===== src/glb_tile_cfg_defines.svh =====
//##########################################################################
// Width and depth macros for the tile configuration block
//##########################################################################

`ifndef GLB_TILE_CFG_DEFINES_SVH
`define GLB_TILE_CFG_DEFINES_SVH

// Configuration bus
`define GLB_DATA_WIDTH      32
`define GLB_TILE_ID_WIDTH   4
`define GLB_REG_ADDR_WIDTH  6

// Tile id sits in the upper bits of the bus address
`define GLB_CFG_ADDR_WIDTH  (`GLB_TILE_ID_WIDTH + `GLB_REG_ADDR_WIDTH)

// Stream latency
`define GLB_LATENCY_WIDTH   5

// DMA header fields
`define GLB_ADDR_WIDTH      19
`define GLB_NUM_WORDS_WIDTH 16

// Headers per store or load queue
`define GLB_QUEUE_DEPTH     4

`endif


===== src/glb_tile_cfg_pkg.sv =====
//##########################################################################
// Bus opcode, register map, tile control word and DMA header types
//##########################################################################

`default_nettype none

`include "glb_tile_cfg_defines.svh"

package glb_tile_cfg_pkg;

    // Operation of the current local access
    typedef enum logic [1:0] {
        CFG_NOP   = 2'd0,
        CFG_WRITE = 2'd1,
        CFG_READ  = 2'd2
    } cfg_op_e;

    // Register word addresses inside one tile
    // Header k of a queue sits at base + 4k: +0 validate, +1 start_addr, +2 num_words
    typedef enum logic [`GLB_REG_ADDR_WIDTH-1:0] {
        REG_TILE_CTRL   = 6'd0,
        REG_LATENCY     = 6'd1,
        REG_ST_HDR_BASE = 6'd8,
        REG_LD_HDR_BASE = 6'd24
    } cfg_reg_e;

    // Tile control word
    //   bit 0      tile_connected
    //   bits 2:1   strm_g2f_mux
    //   bits 4:3   strm_f2g_mux
    //   bits 6:5   ld_dma_mode
    //   bits 8:7   st_dma_mode
    //   bits 10:9  soft_reset_mux
    //   bit 11     use_valid
    // Upper bits read as zero
    typedef struct packed {
        logic       use_valid;
        logic [1:0] soft_reset_mux;
        logic [1:0] st_dma_mode;
        logic [1:0] ld_dma_mode;
        logic [1:0] strm_f2g_mux;
        logic [1:0] strm_g2f_mux;
        logic       tile_connected;
    } tile_ctrl_t;

    // One store or load DMA header
    typedef struct packed {
        logic                            valid;
        logic [`GLB_ADDR_WIDTH-1:0]      start_addr;
        logic [`GLB_NUM_WORDS_WIDTH-1:0] num_words;
    } dma_header_t;

endpackage

`default_nettype wire


===== src/glb_cfg_reg_ifc.sv =====
//##########################################################################
// Decoded local register access inside one tile
//##########################################################################

`default_nettype none
`timescale 1ns/1ps

`include "glb_tile_cfg_defines.svh"

interface glb_cfg_reg_ifc;

    // Strobes already qualified by the tile id match
    logic                           wr_en;
    logic                           rd_en;
    logic [`GLB_REG_ADDR_WIDTH-1:0] reg_addr;
    logic [`GLB_DATA_WIDTH-1:0]     wr_data;

    modport slice (
        output wr_en, rd_en, reg_addr, wr_data
    );

    modport target (
        input wr_en, rd_en, reg_addr, wr_data
    );

    // Sees only the kind of access
    modport monitor (
        input wr_en, rd_en
    );

endinterface

`default_nettype wire


===== src/glb_cfg_bus_slice.sv =====
//##########################################################################
// West bus register stage, east forwarding and local access decode
//##########################################################################

`default_nettype none
`timescale 1ns/1ps

`include "glb_tile_cfg_defines.svh"

module glb_cfg_bus_slice (
    input  logic                            clk,
    input  logic                            arst_n,
    input  logic [`GLB_TILE_ID_WIDTH-1:0]   glb_tile_id,

    // From west neighbor
    input  logic                            cfg_wst_wr_en,
    input  logic                            cfg_wst_rd_en,
    input  logic [`GLB_CFG_ADDR_WIDTH-1:0]  cfg_wst_addr,
    input  logic [`GLB_DATA_WIDTH-1:0]      cfg_wst_wr_data,

    // To east neighbor
    output logic                            cfg_est_wr_en,
    output logic                            cfg_est_rd_en,
    output logic [`GLB_CFG_ADDR_WIDTH-1:0]  cfg_est_addr,
    output logic [`GLB_DATA_WIDTH-1:0]      cfg_est_wr_data,

    glb_cfg_reg_ifc.slice                   reg_if
);

    logic                           wr_en_q;
    logic                           rd_en_q;
    logic [`GLB_CFG_ADDR_WIDTH-1:0] addr_q;
    logic [`GLB_DATA_WIDTH-1:0]     wr_data_q;
    logic                           tile_hit;

    // One register stage on the whole bus
    always_ff @(posedge clk or negedge arst_n) begin
        if (!arst_n) begin
            wr_en_q   <= 1'b0;
            rd_en_q   <= 1'b0;
            addr_q    <= '0;
            wr_data_q <= '0;
        end else begin
            wr_en_q   <= cfg_wst_wr_en;
            rd_en_q   <= cfg_wst_rd_en;
            addr_q    <= cfg_wst_addr;
            wr_data_q <= cfg_wst_wr_data;
        end
    end

    // Every access goes east, local or not
    assign cfg_est_wr_en   = wr_en_q;
    assign cfg_est_rd_en   = rd_en_q;
    assign cfg_est_addr    = addr_q;
    assign cfg_est_wr_data = wr_data_q;

    // Upper address bits select the tile
    assign tile_hit = (addr_q[`GLB_CFG_ADDR_WIDTH-1 -: `GLB_TILE_ID_WIDTH] == glb_tile_id);

    assign reg_if.wr_en    = wr_en_q & tile_hit;
    assign reg_if.rd_en    = rd_en_q & tile_hit;
    assign reg_if.reg_addr = addr_q[`GLB_REG_ADDR_WIDTH-1:0];
    assign reg_if.wr_data  = wr_data_q;

endmodule

`default_nettype wire


===== src/glb_cfg_rd_return.sv =====
//##########################################################################
// Read return toward the west, local data ahead of the east chain
//##########################################################################

`default_nettype none
`timescale 1ns/1ps

`include "glb_tile_cfg_defines.svh"

module glb_cfg_rd_return (
    input  logic                       clk,
    input  logic                       arst_n,

    // Local target read data
    input  logic [`GLB_DATA_WIDTH-1:0] ctrl_rd_data,
    input  logic [`GLB_DATA_WIDTH-1:0] st_rd_data,
    input  logic [`GLB_DATA_WIDTH-1:0] ld_rd_data,

    // Return from east neighbor
    input  logic [`GLB_DATA_WIDTH-1:0] cfg_est_rd_data,
    input  logic                       cfg_est_rd_data_valid,

    glb_cfg_reg_ifc.monitor            reg_if,

    // Back to west neighbor
    output logic [`GLB_DATA_WIDTH-1:0] cfg_wst_rd_data,
    output logic                       cfg_wst_rd_data_valid
);

    glb_tile_cfg_pkg::cfg_op_e op;

    always_comb begin
        if (reg_if.rd_en) begin
            op = glb_tile_cfg_pkg::CFG_READ;
        end else if (reg_if.wr_en) begin
            op = glb_tile_cfg_pkg::CFG_WRITE;
        end else begin
            op = glb_tile_cfg_pkg::CFG_NOP;
        end
    end

    // Targets drive zero when not addressed, so an OR merges them
    // and an unmapped read returns zero
    always_ff @(posedge clk or negedge arst_n) begin
        if (!arst_n) begin
            cfg_wst_rd_data       <= '0;
            cfg_wst_rd_data_valid <= 1'b0;
        end else if (op == glb_tile_cfg_pkg::CFG_READ) begin
            cfg_wst_rd_data       <= ctrl_rd_data | st_rd_data | ld_rd_data;
            cfg_wst_rd_data_valid <= 1'b1;
        end else begin
            cfg_wst_rd_data       <= cfg_est_rd_data;
            cfg_wst_rd_data_valid <= cfg_est_rd_data_valid;
        end
    end

endmodule

`default_nettype wire


===== src/glb_dma_header_queue.sv =====
//##########################################################################
// Queue of DMA header registers with per-entry hardware invalidate
//##########################################################################

`default_nettype none
`timescale 1ns/1ps

`include "glb_tile_cfg_defines.svh"

module glb_dma_header_queue #(
    parameter int HDR_BASE = int'(glb_tile_cfg_pkg::REG_ST_HDR_BASE)
) (
    input  logic                          clk,
    input  logic                          arst_n,
    input  logic [`GLB_QUEUE_DEPTH-1:0]   invalidate_pulse,

    glb_cfg_reg_ifc.target                reg_if,

    output logic [`GLB_DATA_WIDTH-1:0]    rd_data,
    output glb_tile_cfg_pkg::dma_header_t header [`GLB_QUEUE_DEPTH]
);

    localparam int IDX_W = $clog2(`GLB_QUEUE_DEPTH);
    localparam logic [`GLB_REG_ADDR_WIDTH-1:0] BASE_ADDR = `GLB_REG_ADDR_WIDTH'(HDR_BASE);
    // Four words per entry
    localparam logic [`GLB_REG_ADDR_WIDTH-1:0] WIN_SIZE =
        `GLB_REG_ADDR_WIDTH'(4 * `GLB_QUEUE_DEPTH);

    localparam logic [1:0] OFF_VALIDATE   = 2'd0;
    localparam logic [1:0] OFF_START_ADDR = 2'd1;
    localparam logic [1:0] OFF_NUM_WORDS  = 2'd2;

    glb_tile_cfg_pkg::dma_header_t    hdr_q [`GLB_QUEUE_DEPTH];
    logic [`GLB_REG_ADDR_WIDTH-1:0]   rel_addr;
    logic                             hit;
    logic [IDX_W-1:0]                 entry;
    logic [1:0]                       offset;

    // Wrapping subtract, so one compare covers the window
    assign rel_addr = reg_if.reg_addr - BASE_ADDR;
    assign hit      = (rel_addr < WIN_SIZE);
    assign entry    = rel_addr[IDX_W+1:2];
    assign offset   = rel_addr[1:0];

    for (genvar g = 0; g < `GLB_QUEUE_DEPTH; g++) begin : g_entry
        logic wr_sel;

        assign wr_sel = reg_if.wr_en && hit && (entry == IDX_W'(g));

        always_ff @(posedge clk or negedge arst_n) begin
            if (!arst_n) begin
                hdr_q[g] <= '0;
            end else begin
                if (wr_sel) begin
                    case (offset)
                        OFF_VALIDATE:   hdr_q[g].valid <= reg_if.wr_data[0];
                        OFF_START_ADDR: hdr_q[g].start_addr <=
                                            reg_if.wr_data[`GLB_ADDR_WIDTH-1:0];
                        OFF_NUM_WORDS:  hdr_q[g].num_words <=
                                            reg_if.wr_data[`GLB_NUM_WORDS_WIDTH-1:0];
                        default:        ;
                    endcase
                end
                // DMA side clear beats a software validate
                if (invalidate_pulse[g]) begin
                    hdr_q[g].valid <= 1'b0;
                end
            end
        end

        assign header[g] = hdr_q[g];
    end

    always_comb begin
        rd_data = '0;
        if (reg_if.rd_en && hit) begin
            case (offset)
                OFF_VALIDATE:   rd_data[0] = hdr_q[entry].valid;
                OFF_START_ADDR: rd_data[`GLB_ADDR_WIDTH-1:0] = hdr_q[entry].start_addr;
                OFF_NUM_WORDS:  rd_data[`GLB_NUM_WORDS_WIDTH-1:0] = hdr_q[entry].num_words;
                default:        rd_data = '0;
            endcase
        end
    end

endmodule

`default_nettype wire


===== src/glb_tile_cfg.sv =====
//##########################################################################
// Tile configuration block top: bus slice, registers, queues, read return
//##########################################################################

`default_nettype none
`timescale 1ns/1ps

`include "glb_tile_cfg_defines.svh"

module glb_tile_cfg (
    input  logic                            clk,
    input  logic                            arst_n,
    input  logic [`GLB_TILE_ID_WIDTH-1:0]   glb_tile_id,

    // West side
    input  logic                            cfg_wst_wr_en,
    input  logic                            cfg_wst_rd_en,
    input  logic [`GLB_CFG_ADDR_WIDTH-1:0]  cfg_wst_addr,
    input  logic [`GLB_DATA_WIDTH-1:0]      cfg_wst_wr_data,
    output logic [`GLB_DATA_WIDTH-1:0]      cfg_wst_rd_data,
    output logic                            cfg_wst_rd_data_valid,

    // East side
    output logic                            cfg_est_wr_en,
    output logic                            cfg_est_rd_en,
    output logic [`GLB_CFG_ADDR_WIDTH-1:0]  cfg_est_addr,
    output logic [`GLB_DATA_WIDTH-1:0]      cfg_est_wr_data,
    input  logic [`GLB_DATA_WIDTH-1:0]      cfg_est_rd_data,
    input  logic                            cfg_est_rd_data_valid,

    // Header clear from the DMA engines
    input  logic [`GLB_QUEUE_DEPTH-1:0]     cfg_st_dma_invalidate_pulse,
    input  logic [`GLB_QUEUE_DEPTH-1:0]     cfg_ld_dma_invalidate_pulse,

    output logic                            cfg_tile_connected,
    output logic [1:0]                      cfg_strm_g2f_mux,
    output logic [1:0]                      cfg_strm_f2g_mux,
    output logic [1:0]                      cfg_ld_dma_mode,
    output logic [1:0]                      cfg_st_dma_mode,
    output logic [1:0]                      cfg_soft_reset_mux,
    output logic                            cfg_use_valid,
    output logic [`GLB_LATENCY_WIDTH-1:0]   cfg_latency,
    output glb_tile_cfg_pkg::dma_header_t   cfg_st_dma_header [`GLB_QUEUE_DEPTH],
    output glb_tile_cfg_pkg::dma_header_t   cfg_ld_dma_header [`GLB_QUEUE_DEPTH]
);

    logic [`GLB_DATA_WIDTH-1:0] ctrl_rd_data;
    logic [`GLB_DATA_WIDTH-1:0] st_rd_data;
    logic [`GLB_DATA_WIDTH-1:0] ld_rd_data;

    glb_cfg_reg_ifc reg_if ();

    glb_cfg_bus_slice bus_slice (
        .clk             (clk),
        .arst_n          (arst_n),
        .glb_tile_id     (glb_tile_id),
        .cfg_wst_wr_en   (cfg_wst_wr_en),
        .cfg_wst_rd_en   (cfg_wst_rd_en),
        .cfg_wst_addr    (cfg_wst_addr),
        .cfg_wst_wr_data (cfg_wst_wr_data),
        .cfg_est_wr_en   (cfg_est_wr_en),
        .cfg_est_rd_en   (cfg_est_rd_en),
        .cfg_est_addr    (cfg_est_addr),
        .cfg_est_wr_data (cfg_est_wr_data),
        .reg_if          (reg_if.slice)
    );

    glb_tile_ctrl_regs ctrl_regs (
        .clk                (clk),
        .arst_n             (arst_n),
        .reg_if             (reg_if.target),
        .rd_data            (ctrl_rd_data),
        .cfg_tile_connected (cfg_tile_connected),
        .cfg_strm_g2f_mux   (cfg_strm_g2f_mux),
        .cfg_strm_f2g_mux   (cfg_strm_f2g_mux),
        .cfg_ld_dma_mode    (cfg_ld_dma_mode),
        .cfg_st_dma_mode    (cfg_st_dma_mode),
        .cfg_soft_reset_mux (cfg_soft_reset_mux),
        .cfg_use_valid      (cfg_use_valid),
        .cfg_latency        (cfg_latency)
    );

    glb_dma_header_queue #(
        .HDR_BASE (int'(glb_tile_cfg_pkg::REG_ST_HDR_BASE))
    ) st_queue (
        .clk              (clk),
        .arst_n           (arst_n),
        .invalidate_pulse (cfg_st_dma_invalidate_pulse),
        .reg_if           (reg_if.target),
        .rd_data          (st_rd_data),
        .header           (cfg_st_dma_header)
    );

    glb_dma_header_queue #(
        .HDR_BASE (int'(glb_tile_cfg_pkg::REG_LD_HDR_BASE))
    ) ld_queue (
        .clk              (clk),
        .arst_n           (arst_n),
        .invalidate_pulse (cfg_ld_dma_invalidate_pulse),
        .reg_if           (reg_if.target),
        .rd_data          (ld_rd_data),
        .header           (cfg_ld_dma_header)
    );

    glb_cfg_rd_return rd_return (
        .clk                   (clk),
        .arst_n                (arst_n),
        .ctrl_rd_data          (ctrl_rd_data),
        .st_rd_data            (st_rd_data),
        .ld_rd_data            (ld_rd_data),
        .cfg_est_rd_data       (cfg_est_rd_data),
        .cfg_est_rd_data_valid (cfg_est_rd_data_valid),
        .reg_if                (reg_if.monitor),
        .cfg_wst_rd_data       (cfg_wst_rd_data),
        .cfg_wst_rd_data_valid (cfg_wst_rd_data_valid)
    );

endmodule

`default_nettype wire


===== src/glb_tile_ctrl_regs.sv =====
//##########################################################################
// Tile control and stream latency registers with read data
//##########################################################################

`default_nettype none
`timescale 1ns/1ps

`include "glb_tile_cfg_defines.svh"

module glb_tile_ctrl_regs (
    input  logic                           clk,
    input  logic                           arst_n,

    glb_cfg_reg_ifc.target                 reg_if,

    output logic [`GLB_DATA_WIDTH-1:0]     rd_data,

    // Register fields
    output logic                           cfg_tile_connected,
    output logic [1:0]                     cfg_strm_g2f_mux,
    output logic [1:0]                     cfg_strm_f2g_mux,
    output logic [1:0]                     cfg_ld_dma_mode,
    output logic [1:0]                     cfg_st_dma_mode,
    output logic [1:0]                     cfg_soft_reset_mux,
    output logic                           cfg_use_valid,
    output logic [`GLB_LATENCY_WIDTH-1:0]  cfg_latency
);

    localparam int CTRL_WIDTH = $bits(glb_tile_cfg_pkg::tile_ctrl_t);

    glb_tile_cfg_pkg::tile_ctrl_t        tile_ctrl_q;
    logic [`GLB_LATENCY_WIDTH-1:0]       latency_q;

    always_ff @(posedge clk or negedge arst_n) begin
        if (!arst_n) begin
            tile_ctrl_q <= '0;
            latency_q   <= '0;
        end else if (reg_if.wr_en) begin
            if (reg_if.reg_addr == glb_tile_cfg_pkg::REG_TILE_CTRL) begin
                tile_ctrl_q <= glb_tile_cfg_pkg::tile_ctrl_t'(reg_if.wr_data[CTRL_WIDTH-1:0]);
            end
            if (reg_if.reg_addr == glb_tile_cfg_pkg::REG_LATENCY) begin
                latency_q <= reg_if.wr_data[`GLB_LATENCY_WIDTH-1:0];
            end
        end
    end

    // Zero unless this block is the one being read
    always_comb begin
        rd_data = '0;
        if (reg_if.rd_en) begin
            case (reg_if.reg_addr)
                glb_tile_cfg_pkg::REG_TILE_CTRL: rd_data = `GLB_DATA_WIDTH'(tile_ctrl_q);
                glb_tile_cfg_pkg::REG_LATENCY:   rd_data = `GLB_DATA_WIDTH'(latency_q);
                default:                         rd_data = '0;
            endcase
        end
    end

    // Field unpacking
    assign cfg_tile_connected = tile_ctrl_q.tile_connected;
    assign cfg_strm_g2f_mux   = tile_ctrl_q.strm_g2f_mux;
    assign cfg_strm_f2g_mux   = tile_ctrl_q.strm_f2g_mux;
    assign cfg_ld_dma_mode    = tile_ctrl_q.ld_dma_mode;
    assign cfg_st_dma_mode    = tile_ctrl_q.st_dma_mode;
    assign cfg_soft_reset_mux = tile_ctrl_q.soft_reset_mux;
    assign cfg_use_valid      = tile_ctrl_q.use_valid;
    assign cfg_latency        = latency_q;

endmodule

`default_nettype wire


===== config.mk =====
export PLATFORM = sky130hd
export DESIGN_NAME = glb_tile_cfg
export DESIGN_NICKNAME = d
export VERILOG_FILES = /design/src/glb_tile_cfg_pkg.sv /design/src/glb_cfg_reg_ifc.sv /design/src/glb_cfg_bus_slice.sv /design/src/glb_cfg_rd_return.sv /design/src/glb_dma_header_queue.sv /design/src/glb_tile_cfg.sv /design/src/glb_tile_ctrl_regs.sv
export VERILOG_INCLUDE_DIRS = /design/src
export SDC_FILE = /design/constraint.sdc
export NUM_CORES = 1
export LEC_CHECK = 0
export ABC_AREA = 0
export BUFFER_PORTS_ARGS = -buffer_cell sky130_fd_sc_hd__buf_2
export CAP_MARGIN = 5
export CORE_UTILIZATION = 32
export CTS_CLUSTER_DIAMETER = 80
export CTS_CLUSTER_SIZE = 14
export DETAILED_ROUTE_END_ITERATION = 6
export SLEW_MARGIN = 20
export SYNTH_ARGS = -nofsm -noshare
export SYNTH_HDL_FRONTEND = slang
export SYNTH_SLANG_ARGS = --single-unit

===== constraint.sdc =====
create_clock -name clk -period 3.7 [get_ports clk]
set_input_delay 0.185 -clock clk [delete_from_list [all_inputs] [get_ports clk]]
set_output_delay 0.185 -clock clk [all_outputs]
set_load 0.02 [all_outputs]

==> results of run 1 <==
==> sequential cells by signal (all words and copies together) (netlist names) <==
register / count
ld_queue.header: 144
rd_return.cfg_wst_rd_data: 32
st_queue.header: 144
ctrl_regs.cfg_strm_g2f_mux: 2
ctrl_regs.cfg_strm_f2g_mux: 2
ctrl_regs.cfg_use_valid: 1
bus_slice.cfg_est_addr: 10
bus_slice.cfg_est_rd_en: 1
ctrl_regs.cfg_latency: 5
ctrl_regs.cfg_st_dma_mode: 2
bus_slice.cfg_est_wr_data: 32
ctrl_regs.cfg_soft_reset_mux: 2
rd_return.cfg_wst_rd_data_valid: 1
bus_slice.cfg_est_wr_en: 1
ctrl_regs.cfg_ld_dma_mode: 2
ctrl_regs.cfg_tile_connected: 1
==> path summary, 6_finish.rpt <==
check                                     startpoint                             to  cells after the start
setup / recovery           bus_slice.cfg_est_addr[3]            st_queue.header[91]                      8
hold / removal                   cfg_wst_wr_data[31]  bus_slice.cfg_est_wr_data[31]                      2
setup reg to reg           bus_slice.cfg_est_addr[3]            st_queue.header[91]                      8
hold reg to reg                 ld_queue.header[106]           ld_queue.header[106]                      1
max in group asynchronous                     arst_n           st_queue.header[123]                      3
min in group asynchronous                     arst_n  bus_slice.cfg_est_wr_data[21]                      2
==> Yosys cell counts, drive strengths merged (3+ instances only) <==
cell,instances,area [sq um]
dfrtp,382,9560
mux2,297,3380
mux4,70,1580
buf,38,274
clkbuf,34,128
nand2,33,134
a22oi,25,188
a22o,20,175
nor2,20,90.1
nor3,20,280
and2,16,100
o21ai,14,70.1
mux2i,12,120
nor4,9,56.3
o221a,7,78.8
a211oi,6,45.0
ha,6,75.1
inv,6,22.5
xor2,5,43.8
nand3,4,45.0
nand2b,3,18.8
==> where the power goes <==
group / switching (uW) / internal (uW)
Clock: 1600 / 1810
Sequential: 151 / 4290
Combinational: 511 / 331
==> metal layers <==
layer	global-route usage (%)	routed length [um]	part of all wire [%]	vias to the layer above
li1	-	-	-	4988
met1	29.0	24400	41	6256
met2	37.3	29200	49	461
met3	4.88	4240	7.1	84
met4	8.02	1790	3.0	0
met5	0	0	0	-
==> through the flow <==
step / cell area, sq um / power, uW / cells
2_1_floorplan: 16600 / 4880 / 1040
3_5_place_dp: 19800 / 5300 / 2165
5_1_grt: 21600 / 9020 / 2296
6_report: 21600 / 8700 / 2297
4_1_cts: 21600 / 8800 / 2296
3_3_place_gp: 19800 / 5290 / 2165
==> final cells by class <==
type                            instances  area [sq um]
Antenna cell                            1          2.50
Clock buffer                           42           955
Clock inverter                          3          25.0
Fill cell                            4733         29600
Inverter                                6          22.5
Multi-Input combinational cell        580          6590
Sequential cell                       382          9570
Tap cell                              680           851
Timing Repair Buffer                  603          3620
==> cell families after synthesis <==
group / count (synthesis) / share of synthesized area [%]
fa+ha+maj: 6 / 0.453
mux: 379 / 30.7
simple gates: 111 / 4.65
buf+inv: 78 / 2.56
flops: 382 / 57.7
compound gates: 78 / 3.62
xor+xnor: 6 / 0.317
==> timing repair <==
item / CTS / global route
hold buffers: 86 / 0
hold endpoints to repair: 178 / 0
setup buffers: 0 / 0
endpoints found under the setup margin: 0 / 0
==> out/metrics.yaml, run 1 <==
outcome: "finished clean"
synth.avg_cell_area_sq_um: 15.9
clkTransAtPathRegs_ps: 70
crit_path_cell_trace: "inv_1 > ha_1 > xnor2_1 > and2_1 > nand3_4 > nor3_4 > buf_12 > mux2_2"
gp_congestion: 0.836
cts-htree-levels: 2
worstSetupPathType: "reg -> reg"
holdWs_ps: 277
period_minus_slack_ps: 2750
slowest_delay_ps: 640
cp_slowest_cell: "nor3_4"
grt_max_degree: 101
area.growth.synth_to_final_pct: 30.6
track_usage_pct: 22.5
finalHoldViolCount: 0
synth-seq-area-share_pct: 57.7
ir_drop_v: 0.000328
cp_data_required_time_ps: 4120
synth-main-ff-cell: "dfrtp_1"
cts_root_buf: "clkbuf_16"
final_cell_mix: "buf_2 (471), dfrtp_1 (380), mux2_2 (274), dlygate4sd3_1 (86), mux4_2 (70)"
dr.pass1.iters: 5
syn_nets: 1137
initial_core_util_pct: 32.3
drive_gt1_share_pct: 59.0
path_buf_inv: 2
core_sq_mm: 0.0512
p_leak_uw: 0.0113
ys_seq_elements: 382
cts_sinks: 382
placementRows: 83
cts_buffers: 34
die_h_um: 229
max_cap_violations: 0
grt_pass1_wl_mm: 86.6
netlist_area_sq_mm: 0.0166
dp.final_hpwl_mm: 40.9
finalWirelength_mm: 59.7
crit_arrival_ps: 3180
synth_edf_count: 0
die_w_um: 229
tightest_slew_ps: 917
ctsResizeCount: 0
final_nets: 1704
startpoint_type: "flop"
synthDistinctLibCells: 41
num_vias: 11800
wl_per_cell_um: 26.0
portBuffers: 472
path_max_fanout: 12
dp_slack_ps: 902
dieArea_sq_mm: 0.0527
synthArstFlopShare_pct: 100
finClkSkew_ps: 23.1
setup_tns_ps: 0
ctsLongestPathBuffers: 3
io_pins: 473
rsz0062_at_grt: "no"
final_antenna_net_count: 0
slew_headroom_pct: 38.8
postLayoutCoreUtil_pct: 42.3
setup_viol: 0
post-route-period-util_pct: 74.4
mostFrequentLayoutCell: "buf_2"
insertion_delay_ps: 560
power.density_mw_per_mm2: 402
cpLargestDelayFamily: "simple AND/OR/NAND/NOR gates"
slew_violations: 0
max_freq_mhz: 363
cts_tree: "yes"
hold_class: "in -> reg"
drc: 0
cp-end-kind: "flop"
synth_warnings: 0
grt_pass1_vias: 12400
vias_per_cell: 5.13
setup_ws_ps: 947
grt_overflow: 0
synthCells: 1040
antenna_found_initial: 1
drt_iter0_markers: 864
ff2ff_setup_slack_ps: 950
(Power assumes the default switching activity.)
==> run 2: changes to the inputs <==
Clock period 3.7 ns to 2.6 ns, I/O delays scaled along.
==> run 2 against run 1 <==
  * Power up 42%
  * Via count up 0.45%
  * Final area up 2.0%
  * Count of clock-buffer cells in the layout down 3
  * Critical path type unchanged
  * Largest power group unchanged
  * Highest routed layer unchanged
==> out/metrics.yaml, run 2 (synthesized netlist as in run 1, its figures left out) <==
outcome: "finished clean"  # unchanged
period_minus_slack_ps: 2430  # was 2750 ps
drc: 0  # unchanged
dp_slack_ps: 75.5  # was 902 ps
initial_core_util_pct: 32.3  # unchanged
hold_class: "in -> async"  # was in -> reg
path_max_fanout: 11  # was 12
tightest_slew_ps: 884  # was 917 ps
switchingPower_uw: 3220  # was 2260 uW
finClkSkew_ps: 18.1  # was 23.1 ps
globalRouteMet2Util_pct: 36.2  # was 37.3%
slew_headroom_pct: 41.0  # was 38.8%
cts-htree-levels: 2  # unchanged
drt_iter0_markers: 770  # was 864
area.growth.synth_to_final_pct: 33.2  # was 30.6%
portBuffers: 472  # unchanged
use_met3_pct: 4.93  # was 4.88%
cts_buffers: 34  # unchanged
post-route-period-util_pct: 93.6  # was 74.4%
vias_per_cell: 5.11  # was 5.13
die_h_um: 229  # unchanged
finalWirelength_mm: 59.8  # was 59.7 mm
rsz0062_at_grt: "no"  # unchanged
ff2ff_setup_slack_ps: 170  # was 950 ps
crit_path_start: "bus_slice.cfg_est_addr[3]"  # unchanged
ir_drop_v: 0.000329  # was 0.000328 V
final_nets: 1727  # was 1704
final_cell_mix: "buf_2 (471), dfrtp_1 (380), mux2_2 (274), dlygate4sd3_1 (86), mux4_2 (70)"  # unchanged
setup_tns_ps: 0  # unchanged
gp_congestion: 0.819  # was 0.836
die_w_um: 229  # unchanged
grtUsageMet1_pct: 29.6  # was 29.0%
insertion_delay_ps: 550  # was 560 ps
p_leak_uw: 0.0114  # was 0.0113 uW
setup_ws_ps: 165  # was 947 ps
worstSetupPathType: "reg -> reg"  # unchanged
final_antenna_net_count: 0  # unchanged
wl_per_cell_um: 25.8  # was 26.0 um
r2r-start: "bus_slice.cfg_est_addr[3]"  # unchanged
grt_pass1_wl_mm: 86.4  # was 86.6 mm
clkTransAtPathRegs_ps: 70  # about the same
cts_tree: "yes"  # unchanged
dp.final_hpwl_mm: 41.9  # was 40.9 mm
grt_pass1_vias: 12400  # about the same
crit_arrival_ps: 2860  # was 3180 ps
setup_viol: 0  # unchanged
slew_violations: 0  # unchanged
postLayoutCoreUtil_pct: 43.1  # was 42.3%
finalHoldViolCount: 0  # unchanged
cts_root_buf: "clkbuf_16"  # unchanged
io_pins: 473  # unchanged
mostFrequentLayoutCell: "buf_2"  # unchanged
placementRows: 83  # unchanged
pwr-share-comb_pct: 10.1  # was 9.7%
seq_power_share_pct: 51.0  # was 51.1%
num_vias: 11800  # about the same
power.density_mw_per_mm2: 561  # was 402 mW/mm^2
cts_sinks: 382  # unchanged
track_usage_pct: 22.5  # about the same
drive_gt1_share_pct: 59.6  # was 59.0%
busiest_layer: "met2"  # unchanged
max_freq_mhz: 411  # was 363 MHz
internal_power_uw: 9150  # was 6440 uW
grt_overflow: 0  # unchanged
antenna_found_initial: 0  # was 1
grt_max_degree: 72  # was 101
p_sw_share_pct: 26.0  # about the same
dieArea_sq_mm: 0.0527  # unchanged
cp_data_required_time_ps: 3020  # was 4120 ps
startpoint_type: "flop"  # unchanged
core_sq_mm: 0.0512  # unchanged
dr.pass1.iters: 5  # unchanged
clkPwrFrac_pct: 38.9  # was 39.2%
max_cap_violations: 0  # unchanged
ctsLongestPathBuffers: 3  # unchanged
cp-end-kind: "flop"  # unchanged
-- run 2: through the flow --
step                hold slack (ps)  area [sq um]  std cells  total power [uW]
floorplan                      -166         16600       1040              6940
global placement                169         20200       2187              7560
detailed placement              181         20200       2187              7580
CTS                             186         22000       2316             12500
global route                    189         22100       2317             12800
finish                          180         22100       2318             12400
-- run 2: power by group through the flow --
stage                     logic (uW)  clock network, uW  registers, uW
final                           1250               4810           6310
after CTS                       1270               4960           6310
after floorplan                  395                  0           6540
after global placement          1150                  0           6410
after detailed placement        1160                  0           6420
after global routing            1340               5180           6330
-- run 2: metal layers --
| layer | vias up | part of all wire [%] | wire, um |
|---|---|---|---|
| li1 | 5033 | - | - |
| met1 | 6234 | 42 | 25300 |
| met2 | 466 | 48 | 28600 |
| met3 | 109 | 6.1 | 3670 |
| met4 | 0 | 3.6 | 2160 |
| met5 | - | 0 | 0 |
-- run 2: path summary, 6_finish.rpt --
check | end | cells after the start
max | ld_queue.header[142] | 7
min | ld_queue.header[62] | 2
max reg2reg | ld_queue.header[142] | 7
min reg2reg | ld_queue.header[103] | 1
max in group asynchronous | st_queue.header[30] | 4
min in group clk | bus_slice.cfg_est_wr_data[14] | 2
-- run 2: area by class of cell --
| class | count | area, sq um |
|---|---|---|
| diodes | 1 | 2.50 |
| clock buffers | 39 | 933 |
| clock inverters | 4 | 33.8 |
| fillers | 4691 | 29100 |
| inverters | 6 | 22.5 |
| multi-input cells | 580 | 6590 |
| flip-flops and latches | 382 | 9570 |
| well taps | 680 | 851 |
| repair buffers | 626 | 4060 |
-- run 2: critical path: stages (launching register included) --
cell and delay, ps:
dfrtp_4 500, inv_1 100, ha_1 260, and2b_2 270
nand3_4 220, nor3_4 360, buf_12 230, mux2_2 350
-- run 2: timing repair --
item,in CTS,in global routing
hold buffers,86,0
setup endpoints to repair,0,19
setup buffers,0,1
resized for setup,0,2
hold endpoints to repair,144,0
==> run 3: changes to the inputs <==
Settings changed: CORE_UTILIZATION 32 to 36.
==> run 3 against run 2 <==
  * First-iteration DRC count down 0.26%
  * Clock skew down 5.1 ps
  * Maximum frequency about the same
  * Utilization up 4.8 points
==> out/metrics.yaml, run 3 (synthesized netlist as in run 1, its figures left out) <==
worstSetupPathType: "reg -> reg"  # unchanged
drt_iter0_markers: 768  # was 770
setup_ws_ps: 165  # about the same
track_usage_pct: 24.1  # was 22.5%
slew_headroom_pct: 38.2  # was 41.0%
cts_hold_buf: 86  # unchanged
num-fill-cells: 4063  # was 4691
ir_drop_v: 0.000580  # was 0.000329 V
io_pins: 473  # unchanged
dpl_cell_area_sq_mm: 0.0201  # was 0.0202 sq mm
post-route-period-util_pct: 93.7  # was 93.6%
startpoint_type: "flop"  # unchanged
insertion_delay_ps: 600  # was 550 ps
grt_overflow: 0  # unchanged
seq_power_share_pct: 53.5  # was 51.0%
drc: 0  # unchanged
p_sw_share_pct: 25.9  # was 26.0%
dr.pass1.iters: 5  # unchanged
r2r-start: "bus_slice.cfg_est_addr[3]"  # unchanged
gp_congestion: 0.809  # was 0.819
rsz0062_at_grt: "no"  # unchanged
ctsLongestPathBuffers: 3  # unchanged
vias_per_cell: 5.21  # was 5.11
slew_violations: 0  # unchanged
internal_power_uw: 8720  # was 9150 uW
dp.final_hpwl_mm: 39.7  # was 41.9 mm
cp-end-kind: "flop"  # unchanged
reg2reg_to: "ld_queue.header[125]"  # was ld_queue.header[142]
core_sq_mm: 0.0454  # was 0.0512 sq mm
post_cts_buffers: 0  # unchanged
antenna_found_initial: 0  # unchanged
finalHoldViolCount: 0  # unchanged
cts_tree: "yes"  # unchanged
cp_data_required_time_ps: 3080  # was 3020 ps
finalWirelength_mm: 56.8  # was 59.8 mm
globalRouteMet2Util_pct: 40.1  # was 36.2%
grt_max_degree: 84  # was 72
cts_root_buf: "clkbuf_16"  # unchanged
wl_per_cell_um: 25.6  # was 25.8 um
grt_pass1_wl_mm: 83.5  # was 86.4 mm
busiest_layer: "met2"  # unchanged
antenna_cells: 0  # was 1
num_vias: 11600  # was 11800
final_antenna_net_count: 0  # unchanged
initial_core_util_pct: 36.5  # was 32.3%
clkTransAtPathRegs_ps: 70  # about the same
hold_class: "in -> async"  # unchanged
dp_slack_ps: 165  # was 75.5 ps
final_area_sq_mm: 0.0217  # was 0.0221 sq mm
die_w_um: 216  # was 229 um
outcome: "finished clean"  # unchanged
period_minus_slack_ps: 2440  # was 2430 ps
placementRows: 78  # was 83
grtUsageMet1_pct: 32.8  # was 29.6%
grt_pass1_vias: 12100  # was 12400
path_max_fanout: 8  # was 11
use_met3_pct: 4.17  # was 4.93%
cts_buffers: 31  # was 34
setup_viol: 0  # unchanged
setup_tns_ps: 0  # unchanged
drive_gt1_share_pct: 59.2  # was 59.6%
dieArea_sq_mm: 0.0469  # was 0.0527 sq mm
final_nets: 1714  # was 1727
max_cap_violations: 0  # unchanged
portBuffers: 472  # unchanged
mostFrequentLayoutCell: "buf_2"  # unchanged
die_h_um: 216  # was 229 um
power.density_mw_per_mm2: 542  # was 561 mW/mm^2
pwr-share-comb_pct: 10.5  # was 10.1%
clkPwrFrac_pct: 36.0  # was 38.9%
cts-htree-levels: 1  # was 2
max_freq_mhz: 411  # about the same
tightest_slew_ps: 926  # was 884 ps
finClkSkew_ps: 12.9  # was 18.1 ps
final_cell_mix: "buf_2 (471), dfrtp_1 (380), mux2_2 (274), dlygate4sd3_1 (86), mux4_2 (70)"  # unchanged
cts_sinks: 382  # unchanged
ff2ff_setup_slack_ps: 160  # was 170 ps
crit_arrival_ps: 2920  # was 2860 ps
ctsResizeCount: 0  # unchanged
rr_worst_depth: 7  # unchanged
area.growth.synth_to_final_pct: 31.3  # was 33.2%
p_leak_uw: 0.0113  # was 0.0114 uW
switchingPower_uw: 3060  # was 3220 uW
[run 3: cell types whose count changed in the layout (fill, tap and decap cells not counted), sizes merged]
cell      before  now
buf          540  530
clkbuf        39   34
clkinvlp       3    0
clkinv         0    2
diode          1    0
[run 3: layout make-up]
class	count	area (sq um)	share of cell area [%]
Clock buffer	34	787	3.62
Clock inverter	3	22.5	0.104
Inverter	6	22.5	0.104
Multi-Input combinational cell	580	6590	30.3
Sequential cell	382	9570	44.0
Tap cell	600	751	3.45
Timing Repair Buffer	616	4010	18.4
[run 3: worst max path at each step]
stage	startpoint	endpoint	slack [ps]	cells past startpoint
5_1_grt	bus_slice.cfg_est_addr[3]	ld_queue.header[125]	60	7
4_1_cts	bus_slice.cfg_est_addr[3]	ld_queue.header[125]	140	7
6_report	bus_slice.cfg_est_addr[3]	ld_queue.header[125]	160	7
3_5_place_dp	bus_slice.cfg_est_addr[3]	ld_queue.header[125]	170	7
3_3_place_gp	bus_slice.cfg_est_addr[3]	ld_queue.header[127]	210	7
2_1_floorplan	bus_slice.cfg_est_addr[3]	st_queue.header[100]	80	8
[run 3: worst max-delay path, cell delays in order, from the launching register on]
cell	delay, ps
dfrtp_4	490
inv_1	110
ha_1	270
and2b_2	290
nand3_4	230
nor3_4	300
buf_4	270
mux2_2	360
[run 3: metal layers]
layer | vias to the layer above | part of all wire (%)
li1 | 4980 | -
met1 | 6098 | 43
met2 | 401 | 49
met3 | 91 | 5.7
met4 | 0 | 2.6
met5 | - | 0
[run 3: power groups by stage]
stage          clock, uW  combinational [uW]  sequential [uW]
2_1_floorplan          0                 395             6540
3_3_place_gp           0                1140             6410
3_5_place_dp           0                1150             6420
4_1_cts             4380                1250             6300
5_1_grt             4590                1330             6330
6_report            4230                1240             6310
[run 3: per-stage QoR]
step | hold WS, ps | power, uW | cells | utilization (%)
final | 161 | 11800 | 2221 | 47.9
after global routing | 144 | 12200 | 2221 | 47.9
after CTS | 139 | 11900 | 2221 | 47.9
after detailed placement | 223 | 7560 | 2098 | 44.2
after global placement | 220 | 7550 | 2098 | 44.2
after floorplan | -166 | 6940 | 1040 | -
